## config.mk

```make
export PLATFORM = sky130hd
export DESIGN_NAME = ucpd_rx_top
export DESIGN_NICKNAME = d
export VERILOG_FILES = /design/src/ucpd_rx_pkg.sv /design/src/ucpd_symbol_shifter.sv /design/src/ucpd_ordset_detector.sv /design/src/ucpd_data_decoder.sv /design/src/ucpd_rx_fifo.sv /design/src/ucpd_rx_top.sv
export SDC_FILE = /design/constraint.sdc
export NUM_CORES = 1
export LEC_CHECK = 0
export ABC_AREA = 1
export BUFFER_PORTS_ARGS = -buffer_cell sky130_fd_sc_hd__buf_2
export CORE_MARGIN = 1
export CORE_UTILIZATION = 35
export DETAILED_ROUTE_END_ITERATION = 10
export GPL_TIMING_DRIVEN = 0
export PLACE_DENSITY = 0.55
export SYNTH_ARGS = -nofsm -noshare
export SYNTH_HDL_FRONTEND = slang
export SYNTH_SLANG_ARGS = --single-unit
```

## constraint.sdc

```tcl
create_clock -name ucpd_clk -period 8 [get_ports ucpd_clk]
set_input_delay 0.4 -clock ucpd_clk [delete_from_list [all_inputs] [get_ports ucpd_clk]]
set_output_delay 0.4 -clock ucpd_clk [all_outputs]
set_load 0.02 [all_outputs]
```

## src/ucpd_rx_pkg.sv

```systemverilog
// shared widths, K-codes, item types and 4b5b decode for the PD receive chain, used by scoped name
package ucpd_rx_pkg;

  // --------------------
  // line symbols
  localparam int SYM_W = 5; // one 4b5b code group

  typedef logic [SYM_W-1:0] sym_t;

  localparam sym_t K_SYNC1 = 5'b11000; // sync-1
  localparam sym_t K_SYNC2 = 5'b10001; // sync-2
  localparam sym_t K_SYNC3 = 5'b00110; // sync-3
  localparam sym_t K_RST1  = 5'b00111; // rst-1
  localparam sym_t K_RST2  = 5'b11001; // rst-2
  localparam sym_t K_EOP   = 5'b01101; // end of packet

  typedef logic [3:0] nibble_t;   // decoded data half byte
  typedef logic [9:0] byte_cnt_t; // payload bytes per frame

  // --------------------
  // ordered set result
  typedef enum logic [2:0] {
    OS_SOP       = 3'd0,
    OS_SOP1      = 3'd1, // sop'
    OS_SOP2      = 3'd2, // sop''
    OS_HARD_RST  = 3'd3,
    OS_CABLE_RST = 3'd4,
    OS_INVALID   = 3'd5  // no sequence reached 3 of 4
  } ordset_e;

  typedef struct packed {
    ordset_e    kind;
    logic [2:0] corrupt_idx;   // 0 clean, 1..4 the bad K-code
    logic       three_of_four; // matched with one K-code off
  } ordset_t;

  // --------------------
  // receive items
  typedef enum logic [1:0] {
    ITEM_ORDSET = 2'd0,
    ITEM_BYTE   = 2'd1,
    ITEM_EOP    = 2'd2,
    ITEM_ERROR  = 2'd3
  } item_kind_e;

  typedef struct packed {
    item_kind_e kind;
    ordset_t    ordset; // only meaningful for ITEM_ORDSET
    logic [7:0] data;   // byte, eop count or bad symbol
  } rx_item_t;

  // 4b5b data table, returns 0 for K-codes and unused groups
  function automatic logic decode_4b5b(input sym_t sym, output nibble_t nib);
    logic ok;
    ok  = 1'b1;
    nib = 4'h0;
    case (sym)
      5'b11110: nib = 4'h0;
      5'b01001: nib = 4'h1;
      5'b10100: nib = 4'h2;
      5'b10101: nib = 4'h3;
      5'b01010: nib = 4'h4;
      5'b01011: nib = 4'h5;
      5'b01110: nib = 4'h6;
      5'b01111: nib = 4'h7;
      5'b10010: nib = 4'h8;
      5'b10011: nib = 4'h9;
      5'b10110: nib = 4'hA;
      5'b10111: nib = 4'hB;
      5'b11010: nib = 4'hC;
      5'b11011: nib = 4'hD;
      5'b11100: nib = 4'hE;
      5'b11101: nib = 4'hF;
      default:  ok  = 1'b0; // not a data group
    endcase
    return ok;
  endfunction

endpackage

```

## src/ucpd_symbol_shifter.sv

```systemverilog
// collects decoded line bits LSB first into 5-bit symbols, realigned by frame_start
`timescale 1ns/1ns

module ucpd_symbol_shifter (
  input  logic              ucpd_clk,
  input  logic              ic_rst_n,
  input  logic              frame_start, // restart symbol alignment
  input  logic              line_valid,
  input  logic              line_bit,
  output logic              sym_valid,   // one-cycle pulse per symbol
  output ucpd_rx_pkg::sym_t sym
);

  logic [3:0] shreg;   // first four bits of the symbol
  logic [2:0] bit_cnt; // bits taken so far, 0..4

  // --------------------
  // bit counter and pulse
  always_ff @(posedge ucpd_clk or negedge ic_rst_n)
  begin
    if (!ic_rst_n)
    begin
      bit_cnt   <= 3'd0;
      sym_valid <= 1'b0;
    end
    else
    begin
      sym_valid <= 1'b0;                     // default, pulse only
      if (frame_start)
        bit_cnt <= 3'd0;                     // new frame, new alignment
      else if (line_valid)
      begin
        if (bit_cnt == 3'd4)
        begin
          bit_cnt   <= 3'd0;
          sym_valid <= 1'b1;                 // fifth bit completes it
        end
        else
          bit_cnt <= bit_cnt + 3'd1;
      end
    end
  end

  // shift path, payload only
  always_ff @(posedge ucpd_clk)
  begin
    if (line_valid)
    begin
      shreg <= {line_bit, shreg[3:1]};       // oldest bit drifts toward lsb
      if (bit_cnt == 3'd4)
        sym <= {line_bit, shreg};            // first bit lands in bit 0
    end
  end

  // the line must be quiet on the cycle that marks the preamble end
  a_no_bit_on_start: assert property (@(posedge ucpd_clk) disable iff (!ic_rst_n)
    !(line_valid && frame_start));

endmodule

```

## src/ucpd_ordset_detector.sv

```systemverilog
// classifies the first four K-codes of a frame as an ordered set using the 3-of-4 rule
`timescale 1ns/1ns

module ucpd_ordset_detector (
  input  logic                 ucpd_clk,
  input  logic                 ic_rst_n,
  input  logic                 frame_start,
  input  logic                 sym_valid,
  input  ucpd_rx_pkg::sym_t    sym,
  output logic                 os_valid,  // once per frame
  output ucpd_rx_pkg::ordset_t os
);

  localparam int N_SEQ = 5; // sop, sop', sop'', hard rst, cable rst

  // reference sequences, element 0 is received first
  localparam ucpd_rx_pkg::sym_t SEQ_TAB [N_SEQ][4] = '{
    '{ucpd_rx_pkg::K_SYNC1, ucpd_rx_pkg::K_SYNC1,
      ucpd_rx_pkg::K_SYNC1, ucpd_rx_pkg::K_SYNC2},  // sop
    '{ucpd_rx_pkg::K_SYNC1, ucpd_rx_pkg::K_SYNC1,
      ucpd_rx_pkg::K_SYNC3, ucpd_rx_pkg::K_SYNC3},  // sop'
    '{ucpd_rx_pkg::K_SYNC1, ucpd_rx_pkg::K_SYNC3,
      ucpd_rx_pkg::K_SYNC1, ucpd_rx_pkg::K_SYNC3},  // sop''
    '{ucpd_rx_pkg::K_RST1,  ucpd_rx_pkg::K_RST1,
      ucpd_rx_pkg::K_RST1,  ucpd_rx_pkg::K_RST2},   // hard reset
    '{ucpd_rx_pkg::K_RST1,  ucpd_rx_pkg::K_SYNC1,
      ucpd_rx_pkg::K_RST1,  ucpd_rx_pkg::K_SYNC3}   // cable reset
  };

  localparam ucpd_rx_pkg::ordset_e SEQ_KIND [N_SEQ] = '{
    ucpd_rx_pkg::OS_SOP, ucpd_rx_pkg::OS_SOP1, ucpd_rx_pkg::OS_SOP2,
    ucpd_rx_pkg::OS_HARD_RST, ucpd_rx_pkg::OS_CABLE_RST
  };

  ucpd_rx_pkg::sym_t    k_q [3]; // first three K-codes
  ucpd_rx_pkg::sym_t    win [4]; // candidate set incl. the live fourth
  ucpd_rx_pkg::ordset_t os_nxt;
  logic [2:0]           sym_idx; // 0..3 collecting, 4 done for this frame
  logic                 take;

  assign take = sym_valid && !frame_start && (sym_idx < 3'd4);

  // --------------------
  // 3-of-4 match, first hit in table order wins
  always_comb
  begin
    logic [2:0] hits;
    logic [2:0] miss_pos;
    logic       found;
    win[0]   = k_q[0];
    win[1]   = k_q[1];
    win[2]   = k_q[2];
    win[3]   = sym;                              // fourth symbol is still on the bus
    found    = 1'b0;
    os_nxt.kind          = ucpd_rx_pkg::OS_INVALID;
    os_nxt.corrupt_idx   = 3'd0;
    os_nxt.three_of_four = 1'b0;
    for (int s = 0; s < N_SEQ; s++)
    begin
      hits     = 3'd0;
      miss_pos = 3'd0;
      for (int p = 0; p < 4; p++)
      begin
        if (win[p] == SEQ_TAB[s][p])
          hits = hits + 3'd1;
        else
          miss_pos = 3'(p + 1);                  // 1-based position
      end
      if (!found && (hits >= 3'd3))
      begin
        found                = 1'b1;
        os_nxt.kind          = SEQ_KIND[s];
        os_nxt.corrupt_idx   = miss_pos;         // stays 0 on a clean match
        os_nxt.three_of_four = (hits == 3'd3);
      end
    end
  end

  // --------------------
  // position counter and result pulse
  always_ff @(posedge ucpd_clk or negedge ic_rst_n)
  begin
    if (!ic_rst_n)
    begin
      sym_idx  <= 3'd4;                          // ignore symbols until a frame starts
      os_valid <= 1'b0;
    end
    else
    begin
      os_valid <= take && (sym_idx == 3'd3);
      if (frame_start)
        sym_idx <= 3'd0;
      else if (take)
        sym_idx <= sym_idx + 3'd1;
    end
  end

  always_ff @(posedge ucpd_clk)
  begin
    if (take && (sym_idx < 3'd3))
      k_q[sym_idx[1:0]] <= sym;
    if (take && (sym_idx == 3'd3))
      os <= os_nxt;
  end

  // a frame carries exactly one ordered set
  a_one_os_per_frame: assert property (@(posedge ucpd_clk) disable iff (!ic_rst_n)
    os_valid |=> (!os_valid until frame_start));

endmodule

```

## src/ucpd_data_decoder.sv

```systemverilog
// frame phase control: emits ordset, byte, eop and error items and counts payload bytes
`timescale 1ns/1ns

module ucpd_data_decoder (
  input  logic                   ucpd_clk,
  input  logic                   ic_rst_n,
  input  logic                   frame_start,
  input  logic                   sym_valid,
  input  ucpd_rx_pkg::sym_t      sym,
  input  logic                   os_valid,
  input  ucpd_rx_pkg::ordset_t   os,
  output logic                   wr_valid,   // one item per pulse
  output ucpd_rx_pkg::rx_item_t  wr_item,
  output ucpd_rx_pkg::byte_cnt_t byte_count
);

  typedef enum logic [1:0] {
    PH_IDLE,
    PH_ORDSET,   // waiting for the ordered set result
    PH_DATA      // packet payload until eop
  } phase_e;

  phase_e               phase;
  logic                 half;      // low nibble is waiting
  ucpd_rx_pkg::nibble_t lo_nib;
  ucpd_rx_pkg::nibble_t dec_nib;
  logic                 dec_ok;
  logic                 is_sop;
  logic                 data_sym;
  logic                 emit_os;
  logic                 emit_eop;
  logic                 emit_err;
  logic                 take_nib;
  logic                 emit_byte;

  always_comb
  begin
    dec_ok = ucpd_rx_pkg::decode_4b5b(sym, dec_nib);
  end

  // --------------------
  // event decode
  assign is_sop    = (os.kind == ucpd_rx_pkg::OS_SOP) ||
                     (os.kind == ucpd_rx_pkg::OS_SOP1) ||
                     (os.kind == ucpd_rx_pkg::OS_SOP2);    // any sop carries data
  assign data_sym  = (phase == PH_DATA) && sym_valid && !frame_start;
  assign emit_os   = (phase == PH_ORDSET) && os_valid && !frame_start;
  assign emit_eop  = data_sym && (sym == ucpd_rx_pkg::K_EOP);
  assign emit_err  = data_sym && (sym != ucpd_rx_pkg::K_EOP) && !dec_ok;
  assign take_nib  = data_sym && (sym != ucpd_rx_pkg::K_EOP) && dec_ok;
  assign emit_byte = take_nib && half;                    // second nibble closes a byte

  // --------------------
  // phase, pairing and count
  always_ff @(posedge ucpd_clk or negedge ic_rst_n)
  begin
    if (!ic_rst_n)
    begin
      phase      <= PH_IDLE;
      half       <= 1'b0;
      wr_valid   <= 1'b0;
      byte_count <= '0;
    end
    else
    begin
      wr_valid <= emit_os || emit_eop || emit_err || emit_byte;
      if (frame_start)
      begin
        phase      <= PH_ORDSET;                          // realign from any phase
        half       <= 1'b0;
        byte_count <= '0;
      end
      else if (emit_os)
        phase <= is_sop ? PH_DATA : PH_IDLE;              // resets have no payload
      else if (emit_eop || emit_err)
      begin
        phase <= PH_IDLE;
        half  <= 1'b0;
      end
      else if (take_nib)
      begin
        half <= !half;
        if (half)
          byte_count <= byte_count + 10'd1;
      end
    end
  end

  // item payload
  always_ff @(posedge ucpd_clk)
  begin
    if (take_nib && !half)
      lo_nib <= dec_nib;                                  // low nibble arrives first
    if (emit_os)
      wr_item <= '{kind: ucpd_rx_pkg::ITEM_ORDSET, ordset: os, data: 8'h00};
    else if (emit_byte)
      wr_item <= '{kind: ucpd_rx_pkg::ITEM_BYTE, ordset: '0, data: {dec_nib, lo_nib}};
    else if (emit_eop)
      wr_item <= '{kind: ucpd_rx_pkg::ITEM_EOP, ordset: '0, data: byte_count[7:0]};
    else if (emit_err)
      wr_item <= '{kind: ucpd_rx_pkg::ITEM_ERROR, ordset: '0, data: {3'b000, sym}};
  end

  // once back in idle only the item that closed the frame may still be pending
  a_no_item_from_idle: assert property (@(posedge ucpd_clk) disable iff (!ic_rst_n)
    (wr_valid && (phase == PH_IDLE)) |-> (wr_item.kind != ucpd_rx_pkg::ITEM_BYTE));

endmodule

```

## src/ucpd_rx_fifo.sv

```systemverilog
// receive item queue with valid/ready output and sticky overflow cleared at frame start
`timescale 1ns/1ns

module ucpd_rx_fifo #(
  parameter int FIFO_DEPTH = 4
) (
  input  logic                  ucpd_clk,
  input  logic                  ic_rst_n,
  input  logic                  frame_start, // clears overflow
  input  logic                  wr_valid,
  input  ucpd_rx_pkg::rx_item_t wr_item,
  output logic                  item_valid,
  output ucpd_rx_pkg::rx_item_t item,
  input  logic                  item_ready,
  output logic                  overflow     // an item was dropped this frame
);

  localparam int PTR_W = (FIFO_DEPTH > 1) ? $clog2(FIFO_DEPTH) : 1;
  localparam int CNT_W = $clog2(FIFO_DEPTH + 1);

  ucpd_rx_pkg::rx_item_t mem [FIFO_DEPTH];
  logic [PTR_W-1:0]      wr_ptr;
  logic [PTR_W-1:0]      rd_ptr;
  logic [CNT_W-1:0]      count;  // occupancy
  logic                  full;
  logic                  push;
  logic                  pop;

  function automatic logic [PTR_W-1:0] ptr_next(input logic [PTR_W-1:0] p);
    return (p == PTR_W'(FIFO_DEPTH - 1)) ? '0 : p + 1'b1; // wrap for any depth
  endfunction

  assign full       = (count == CNT_W'(FIFO_DEPTH));
  assign item_valid = (count != '0);
  assign item       = mem[rd_ptr];           // head of queue
  assign pop        = item_valid && item_ready;
  assign push       = wr_valid && (!full || pop); // a slot frees up on pop

  // --------------------
  // pointers and count
  always_ff @(posedge ucpd_clk or negedge ic_rst_n)
  begin
    if (!ic_rst_n)
    begin
      wr_ptr   <= '0;
      rd_ptr   <= '0;
      count    <= '0;
      overflow <= 1'b0;
    end
    else
    begin
      if (push)
        wr_ptr <= ptr_next(wr_ptr);
      if (pop)
        rd_ptr <= ptr_next(rd_ptr);
      if (push && !pop)
        count <= count + 1'b1;
      else if (pop && !push)
        count <= count - 1'b1;
      if (frame_start)
        overflow <= 1'b0;
      else if (wr_valid && !push)
        overflow <= 1'b1;                      // sticky until next frame
    end
  end

  always_ff @(posedge ucpd_clk)
  begin
    if (push)
      mem[wr_ptr] <= wr_item;
  end

  // head item must not move while the consumer stalls
  a_hold_when_stalled: assert property (@(posedge ucpd_clk) disable iff (!ic_rst_n)
    (item_valid && !item_ready) |=> (item_valid && $stable(item)));

endmodule

```

## src/ucpd_rx_top.sv

```systemverilog
// receive chain top: line bits in, ordered sets, bytes, eop and errors out as a stream
`timescale 1ns/1ns

module ucpd_rx_top #(
  parameter int FIFO_DEPTH = 4
) (
  input  logic                   ucpd_clk,
  input  logic                   ic_rst_n,
  input  logic                   frame_start, // end of preamble
  input  logic                   line_valid,
  input  logic                   line_bit,
  output logic                   item_valid,
  output ucpd_rx_pkg::rx_item_t  item,
  input  logic                   item_ready,
  output logic                   overflow,
  output ucpd_rx_pkg::byte_cnt_t byte_count
);

  logic                  sym_valid;
  ucpd_rx_pkg::sym_t     sym;
  logic                  os_valid;
  ucpd_rx_pkg::ordset_t  os;
  logic                  wr_valid;
  ucpd_rx_pkg::rx_item_t wr_item;

  // --------------------
  // bits to symbols
  ucpd_symbol_shifter u_shift (
    .ucpd_clk    (ucpd_clk),
    .ic_rst_n    (ic_rst_n),
    .frame_start (frame_start),
    .line_valid  (line_valid),
    .line_bit    (line_bit),
    .sym_valid   (sym_valid),
    .sym         (sym)
  );

  ucpd_ordset_detector u_ordset (
    .ucpd_clk    (ucpd_clk),
    .ic_rst_n    (ic_rst_n),
    .frame_start (frame_start),
    .sym_valid   (sym_valid),
    .sym         (sym),
    .os_valid    (os_valid),
    .os          (os)
  );

  ucpd_data_decoder u_dec (
    .ucpd_clk    (ucpd_clk),
    .ic_rst_n    (ic_rst_n),
    .frame_start (frame_start),
    .sym_valid   (sym_valid),
    .sym         (sym),
    .os_valid    (os_valid),
    .os          (os),
    .wr_valid    (wr_valid),
    .wr_item     (wr_item),
    .byte_count  (byte_count)
  );

  // --------------------
  // output queue
  ucpd_rx_fifo #(
    .FIFO_DEPTH (FIFO_DEPTH)
  ) u_fifo (
    .ucpd_clk    (ucpd_clk),
    .ic_rst_n    (ic_rst_n),
    .frame_start (frame_start),
    .wr_valid    (wr_valid),
    .wr_item     (wr_item),
    .item_valid  (item_valid),
    .item        (item),
    .item_ready  (item_ready),
    .overflow    (overflow)
  );

endmodule

```

==> results of run 1 <==
synthesized netlist by cell type (all sizes together):
cell	number
edfxtp	110
nor2	109
inv	99
nand2	97
o21ai	72
nand3	51
ha	34
dfrtp	29
nand4	22
a21oi	18
o22ai	17
clkbuf	12
dfxtp	10
nor3	10
xor2	8
buf	6
o211ai	6
xnor2	3
a31o	2
nor4	2
or2	2
a211oi	1
a31oi	1
a32o	1
and2	1
and3	1
dfstp	1
fa	1
mux2	1
nand3b	1
o21bai	1
o31ai	1
where the power goes:
part,leakage (nW),internal (mW),switching (mW)
logic,1.74,0.115,0.266
clock network,0.278,0.416,0.359
registers,1.40,0.843,0.0181
cells by family after synthesis:
| group | count (synthesis) | share of synthesized area |
|---|---|---|
| XOR/XNOR | 11 | 0.0131 |
| multiplexers | 1 | 0.00153 |
| adder cells (fa/ha/maj) | 35 | 0.0604 |
| flip-flops | 150 | 0.577 |
| AO/OA/AOI/OAI | 120 | 0.0918 |
| buffers and inverters | 117 | 0.0616 |
| AND/OR/NAND/NOR | 296 | 0.195 |
final cells by class:
type / count / area [um2] / area share
flip-flops and latches: 150 / 4260 / 0.499
inverters: 99 / 372 / 0.0436
clock inverters: 15 / 156 / 0.0183
plain buffers: 18 / 82.6 / 0.00968
repair buffers: 37 / 221 / 0.0260
well taps: 270 / 338 / 0.0396
clock buffers: 17 / 425 / 0.0499
multi-input cells: 463 / 2680 / 0.314
final timing paths:
check                                        startpoint                      endpoint  slack (ps)  cells past startpoint
max                        u_ordset.k_q[1][0]$_DFFE_PP_      u_ordset.os[1]$_DFFE_PP_        4460                     17
max in group asynchronous                      ic_rst_n  u_fifo.rd_ptr[1]$_DFFE_PN0P_        7520                      1
max reg2reg                u_ordset.k_q[1][0]$_DFFE_PP_      u_ordset.os[1]$_DFFE_PP_        4460                     17
min in group ucpd_clk                          line_bit    u_shift.shreg[3]$_DFFE_PP_         170                      1
min reg2reg                  u_shift.shreg[0]$_DFFE_PP_      u_shift.sym[0]$_DFFE_PP_         430                      0
min                                            ic_rst_n   u_ordset.os_valid$_DFF_PN0_          20                      1
state kept, by name (all words and copies together), names as in the netlist:
name,count
u_fifo.mem,68
u_dec.wr_item,17
u_ordset.k_q,15
u_dec.byte_count,10
u_ordset.os,7
u_shift.sym,5
u_dec.lo_nib,4
u_shift.shreg,4
u_fifo.count,3
u_ordset.sym_idx,3
u_shift.bit_cnt,3
u_dec.phase,2
u_fifo.rd_ptr,2
u_fifo.wr_ptr,2
u_dec.half,1
u_dec.wr_valid,1
u_fifo.overflow,1
u_ordset.os_valid,1
u_shift.sym_valid,1
layer usage:
metal  up-vias  track usage
met1      2344        0.182
li1       2616            -
met2        85        0.247
met4         0       0.0552
met3        15       0.0314
met5         -            0
critical path: stages, from the launching register on:
cell	delay, ps
edfxtp_1	410
or2_2	290
nor2_1	80
nand3_1	250
inv_1	300
ha_1	340
inv_1	150
nand4_1	150
nand2_1	120
ha_1	230
nand4_1	90
nand3_1	150
a21oi_4	290
inv_2	90
nand2_1	60
nand2_1	50
a21oi_1	140
nand3_1	100
==> results.ini, run 1 <==
[drt]
wirelength_um=15100
wl_met2_um=7450
drtIter0Drc=303
top_layer_used=met4
drc=0
dr_total_vias=5060
drt-met1-wl_um=6940
dr.pass1.iters=5
wl_per_cell_um=14.1
wl_met3_um=475
ant_nets=0
drt-vias-per-instance=4.73

[finish]
fin_util=0.417
final_area_um2=8530
final_cells=1069
diodes=0
drive_above_1_share=0.155
final_cell_mix=edfxtp_1 (110), nand2_1 (92), inv_1 (90)
num-nets-final=827
n_fill_cell=1963
syn_to_final_growth_pct=15.6
layout_commonest_cell=edfxtp_1

[pwr]
p_leak_nw=3.41
power.total_mw=2.02
p_per_area_nw_per_um2=237
irDropWorstVdd_mv=0.147

[sta]
period_minus_slack_ps=3540
skew_ps=16.4
rsz0062_at_grt=no
holdWs_ps=18.6
tightest_slew_ps=810
timing.fmax_ghz=0.282
fin_ws_ps=4460
fin_crit_sh=0.443
finalHoldViolCount=0
setup-tns-final_ps=0
slew_violations=0
maxSlewHeadroom=0.455
setup_violations=0

[floorplan]
die_w_um=147
row_count=52
die_area_um2=21700
io_pins=35
fp.coreArea_um2=20400
start_util=0.361
die_h_um=147

[logic_synthesis]
synth_cells=730
ys_warn_count=0
syn_avg_cell_area_um2=10.1
synth_top_area_cell=edfxtp_1
ys_seq_area_frac=0.577
synthesis.nets=771
synth_top_cell_area_share=0.448
synth_top_cells_by_area=edfxtp_1 (45%), dfrtp_1 (9.8%), ha_1 (5.8%)
synth-seq-cells=150
yosys.cell_types.count=47
synth_area_um2=7380

[setup_path]
path_class=reg2reg
cp.required_ps=8170
critPathLaunchType=register
end_kind=register
cp.arrival_ps=3720
crit_path_max_fanout=6

[clock_network]
cts_hold_buf=0
cts_setup_buffers=0
worstSkewPairLatency_ps=430
cts.sinks=150
cts.repair.resized=0
ctsHtreeMaxLevel=4
cts-buffers-inserted=17
clock_path_buffers=2
tritoncts=done
clk_pin_slew_ps=80
clockRootBuffer=clkbuf_16

[placed_design]
gp_congestion=0.805
port_buffers=33
dp_slack_ps=4480
post-place-cells=1037
dpl_cell_area_um2=7950
dp_hpwl_um=10800

[global_routing]
grt_overflow=0
grt_pass1_vias=4699
grt_use_total=0.146
grt_max_degree=31
grt_pass1_wl_um=24400
antenna_found_initial=0

[run]
drv_cap=0

[outcome]
status=completed

[worst_hold_path]
hold_class=in2async

No activity file was read; power rests on OpenSTA's default activity.
==> inputs of run 2 (changes only) <==
Settings changed: PLACE_DENSITY 0.55 to 0.57.
Clock period 8 ns to 2.9 ns, I/O delays scaled along.
==> results.ini, run 2 (synthesis results as in run 1) <==
[floorplan]
fp.coreArea_um2=20400
io_pins=35
die_area_um2=21700
die_h_um=147
row_count=52
die_w_um=147
start_util=0.361

[finish]
num-nets-final=847
final_cell_mix=edfxtp_1 (110), nor2_1 (88), nand2_1 (87), inv_1 (87), o21ai_0 (67)
drive_above_1_share=0.198
max_flop_register=u_fifo.mem
layout_commonest_cell=edfxtp_1
largest_reg_flops=68
diodes=0
fin_util=0.433
syn_to_final_growth_pct=19.9

[drt]
ant_nets=0
wirelength_um=15300
drc=0
dr_total_vias=5210
drtIter0Drc=287
dr.pass1.iters=5
wl_per_cell_um=14.0
drt-vias-per-instance=4.78

[setup_path]
cp_slowest_cell=edfxtp_1
crit_family=simple AND/OR/NAND/NOR gates
crit_chain=or2_4 -> nor2_4 -> nand3_4 -> inv_4 -> ha_4 -> inv_4 -> nand4_1 -> nand2_1 -> ha_1 -> nand4_1 -> nand3_2 -> a21oi_4 -> inv_2 -> nand2_1 -> nand2_1 -> a21oi_2 -> nand3_1
path_buf_inv=3
crit_path_max_fanout=5
regToRegSetupSlack_ps=70
crit_path_frequent_cell=nand2_1
critPathMaxStageDelay_ps=380
cp.required_ps=3060
cp.arrival_ps=2990
critPathLaunchType=register
path_class=reg2reg
end_kind=register

[worst_hold_path]
hold_class=in2reg

[sta]
tightest_slew_ps=718
setup-tns-final_ps=0
maxSlewHeadroom=0.519
setup_violations=0
fin_ws_ps=69.4
slew_violations=0
finalHoldViolCount=0
period_minus_slack_ps=2830
fin_crit_sh=0.976
timing.fmax_ghz=0.353
rsz0062_at_grt=yes
skew_ps=9.71

[global_routing]
grt_max_degree=31
grt_pass1_vias=5010
grt_overflow=0
antenna_found_initial=0
grt_use_total=0.152
grt_pass1_wl_um=25600

[pwr]
p_per_area_nw_per_um2=641
p_clk_frac=0.397
internal_power_mw=3.90
switchingPower_mw=1.77
seq_power_share=0.419
irDropWorstVdd_mv=0.441
combPwrFrac=0.184
switching_share=0.313
p_leak_nw=3.55
power.total_mw=5.67

[clock_network]
clock_path_buffers=2
cts.sinks=150
worstSkewPairLatency_ps=420
clockRootBuffer=clkbuf_16
cts-buffers-inserted=17
tritoncts=done
ctsHtreeMaxLevel=4
clk_pin_slew_ps=70

[run]
drv_cap=0

[outcome]
status=completed

[placed_design]
dp_hpwl_um=10800
dp_slack_ps=-412
port_buffers=33
gp_congestion=0.815

[run 2: worst register-to-register path, cell delays in order, from the launching register on]
cell and delay, ps:
edfxtp_1 380, or2_4 270, nor2_4 100, nand3_4 100
inv_4 90, ha_4 210, inv_4 60, nand4_1 130
nand2_1 130, ha_1 240, nand4_1 110, nand3_2 120
a21oi_4 230, inv_2 90, nand2_1 60, nand2_1 70
a21oi_2 110, nand3_1 80
[run 2: timing repair]
item / 4_1_cts / 5_1_grt
buffers inserted: 12 / 6
resized for setup: 18 / 12
hold buffers: 2 / 0
endpoints found under the setup margin: 7 / 5
pin swaps: 4 / 8
hold endpoints to repair: 31 / 0
cloned: 0 / 0
[run 2: power groups by stage]
stage               combinational, mW  sequential (mW)  clock (mW)
floorplan                       0.699             2.41           0
global placement                 1.05             2.42           0
detailed placement               1.06             2.42           0
CTS                              1.07             2.38        2.30
global route                     1.17             2.38        2.40
finish                           1.04             2.38        2.25
[run 2: through the flow]
| step | cells | hold slack [ps] | instance area (um2) |
|---|---|---|---|
| floorplan | 730 | -151 | 7380 |
| global placement | 1033 | 240 | 7890 |
| detailed placement | 1037 | 244 | 7950 |
| CTS | 1083 | 30.7 | 8770 |
| global route | 1089 | 48.2 | 8850 |
| finish | 1089 | 41.4 | 8850 |
[run 2: per-layer routing]
metal | vias up | wire length, um | track usage
met5 | - | 0 | 0
met4 | 0 | 222 | 0.0531
met3 | 13 | 538 | 0.0326
met2 | 87 | 7600 | 0.258
met1 | 2445 | 6920 | 0.189
li1 | 2665 | - | -
[run 2: path summary, 6_finish.rpt]
kind | from | end | cells after the start
worst min-delay path | item_ready | u_fifo.overflow$_DFFE_PN0P_ | 4
worst max register to register | u_ordset.k_q[1][1]$_DFFE_PP_ | u_ordset.os[1]$_DFFE_PP_ | 17
worst min register to register | u_shift.shreg[0]$_DFFE_PP_ | u_shift.sym[0]$_DFFE_PP_ | 0
worst max-delay path | u_ordset.k_q[1][1]$_DFFE_PP_ | u_ordset.os[1]$_DFFE_PP_ | 17
min in group asynchronous | ic_rst_n | u_shift.bit_cnt[1]$_DFFE_PN0P_ | 2
max in group asynchronous | ic_rst_n | u_ordset.os_valid$_DFF_PN0_ | 2
[run 2: area by class of cell]
type                            count  area, um2
Tap cell                          270        338
Clock inverter                     15        204
Inverter                           99        377
Sequential cell                   150       4260
Buffer                             18       82.6
Multi-Input combinational cell    463       2790
Timing Repair Buffer               57        377
Fill cell                        1957      11600
Clock buffer                       17        425
==> inputs of run 3 (changes only) <==
Settings changed: ABC_AREA 1 to default.
==> results.ini, run 3 <==
[outcome]
failed_checks=negative setup slack
status=complete, but fails checks

[floorplan]
fp.coreArea_um2=19700
io_pins=35
die_w_um=144
start_util=0.360
die_h_um=144
row_count=51
die_area_um2=20800

[clock_network]
tritoncts=done
cts-buffers-inserted=17
ctsHtreeMaxLevel=4
worstSkewPairLatency_ps=430
clock_path_buffers=2
cts.sinks=150
clk_pin_slew_ps=70
clockRootBuffer=clkbuf_16

[global_routing]
grt_max_degree=31
grt_overflow=0
antenna_found_initial=0
grt_use_total=0.150
grt_pass1_wl_um=23300
grt_pass1_vias=4590

[sta]
timing.fmax_ghz=0.313
setup-tns-final_ps=-985
rsz0062_at_grt=yes
maxSlewHeadroom=0.377
slew_violations=0
period_minus_slack_ps=3190
finalHoldViolCount=0
tightest_slew_ps=935
setup_violations=5
fin_ws_ps=-291
skew_ps=12.8
holdWs_ps=75.0
fin_crit_sh=1.10

[drt]
drtIter0Drc=232
ant_nets=0
drc=0
drt-vias-per-instance=5.12
dr_total_vias=4486
dr.pass1.iters=6
wl_per_cell_um=16.4
wirelength_um=14400

[setup_path]
critPathLaunchType=register
cp.arrival_ps=3360
path_class=reg2reg
crit_path_max_fanout=6
end_kind=register
cp.required_ps=3070

[logic_synthesis]
yosys.cell_types.count=69
synth_area_um2=7070
synth_top_cell_area_share=0.467
synthArstFlopShare=0.200
synth_top_cells_by_area=edfxtp_1 (47%), dfrtp_1 (10%), ha_1 (6.0%)
ys_warn_count=0
synth-seq-cells=150
ys_seq_area_frac=0.602
synth_most_common_cell=edfxtp_1
synth_top_area_cell=edfxtp_1
syn_avg_cell_area_um2=13.3
synth_ff_type=edfxtp_1
synth_edf_count=110
ys_top_cells_by_count=edfxtp_1 (110), nor2_1 (41), nand2_1 (35)
synth_cells=533
synthesis.nets=574

[finish]
syn_to_final_growth_pct=19.6
layout_commonest_cell=edfxtp_1
n_fill_cell=1827
num-nets-final=640
max_flop_register=u_fifo.mem
diodes=0
final_cells=877
final_cell_mix=edfxtp_1 (110), buf_2 (42), nor2_1 (40)
drive_above_1_share=0.248
largest_reg_flops=68

[worst_hold_path]
hold_class=in2reg

[placed_design]
gp_congestion=0.869
dp_hpwl_um=9910
post-place-cells=832
port_buffers=34

[pwr]
p_leak_nw=3.25
power.total_mw=5.33
irDropWorstVdd_mv=0.474
p_per_area_nw_per_um2=630

[run]
drv_cap=0

==> run 3: cell types whose count changed after synthesis, moves of 8 or more <==
cell     delta
nand2_1    -57
mux4_2     +17
o21ai_0    -52
inv_1      -68
nor2_1     -52
nand4_1    -13
nand3_1    -29
xnor2_1    +14
nor2_4     -10
and2_1     +17
inv_2       -9
nor3_1      +8
o22ai_1    -15
==> run 3: cells by family (layout without fill, tap and decap cells) <==
family,Yosys count,after routing,synth area share
buffers and inverters,43,122,0.0269
DFF,150,150,0.602
adders and majority gates,35,35,0.0630
xor gates and xnor gates,26,26,0.0322
muxes,20,20,0.0588
AOI/OAI and AO/OA,77,77,0.0775
and+or+nand+nor,182,182,0.139
==> run 3: worst max-delay path, stage by stage, from the launching register on <==
cell      delay, ps
edfxtp_1        420
or4_4           600
clkinv_4         90
buf_4           130
ha_2            180
nand2_1          50
o21ai_1         100
ha_1            270
a311o_2         360
a21oi_4         220
o21ai_0         150
a32oi_1         250
nand3_1         100
==> run 3: final timing paths <==
check	start	endpoint	slack, ps	cells after the start
worst min-delay path	line_valid	u_shift.shreg[3]$_DFFE_PP_	70	1
max in group asynchronous	ic_rst_n	u_fifo.wr_ptr[1]$_DFFE_PN0P_	2110	2
min in group asynchronous	ic_rst_n	u_dec.byte_count[9]$_DFFE_PN0P_	320	2
worst min register to register	u_shift.shreg[0]$_DFFE_PP_	u_shift.sym[0]$_DFFE_PP_	420	0
worst max register to register	u_ordset.k_q[1][0]$_DFFE_PP_	u_ordset.os[1]$_DFFE_PP_	-290	12
worst max-delay path	u_ordset.k_q[1][0]$_DFFE_PP_	u_ordset.os[1]$_DFFE_PP_	-290	12
==> run 3: cell type report <==
| class | count | area (um2) | share of cell area |
|---|---|---|---|
| Timing Repair Buffer | 48 | 280 | 0.0332 |
| Clock buffer | 17 | 425 | 0.0503 |
| Inverter | 22 | 87.6 | 0.0104 |
| Clock inverter | 15 | 181 | 0.0215 |
| Buffer | 20 | 105 | 0.0124 |
| Sequential cell | 150 | 4260 | 0.503 |
| Tap cell | 265 | 332 | 0.0392 |
| Multi-Input combinational cell | 340 | 2790 | 0.330 |
==> run 3: routing by layer <==
| layer | track usage | share of wire |
|---|---|---|
| met1 | 0.172 | 0.44 |
| met2 | 0.266 | 0.51 |
| met3 | 0.0371 | 0.034 |
| met4 | 0.0610 | 0.018 |
| met5 | 0 | 0 |
==> run 3: repair_timing <==
item	in CTS	in global routing
hold endpoints to repair	31	0
setup endpoints to repair	7	15
setup buffers	10	2
gates resized for setup	23	12
hold buffers	2	0
pin swaps	16	13
==> run 3: power by group <==
| part | leakage (nW) | internal [mW] | total (mW) | switching [mW] |
|---|---|---|---|---|
| logic | 1.44 | 0.349 | 0.775 | 0.426 |
| registers | 1.53 | 2.33 | 2.37 | 0.0385 |
| clock network | 0.287 | 1.23 | 2.19 | 0.954 |
==> run 3: per-stage QoR <==
step	utilization	cell area (um2)	setup WS [ps]
3_3_place_gp	0.386	7600	-403
4_1_cts	0.427	8400	-283
6_report	0.430	8450	-291
2_1_floorplan	-	7090	-178
5_1_grt	0.430	8450	-373
3_5_place_dp	0.386	7600	-437
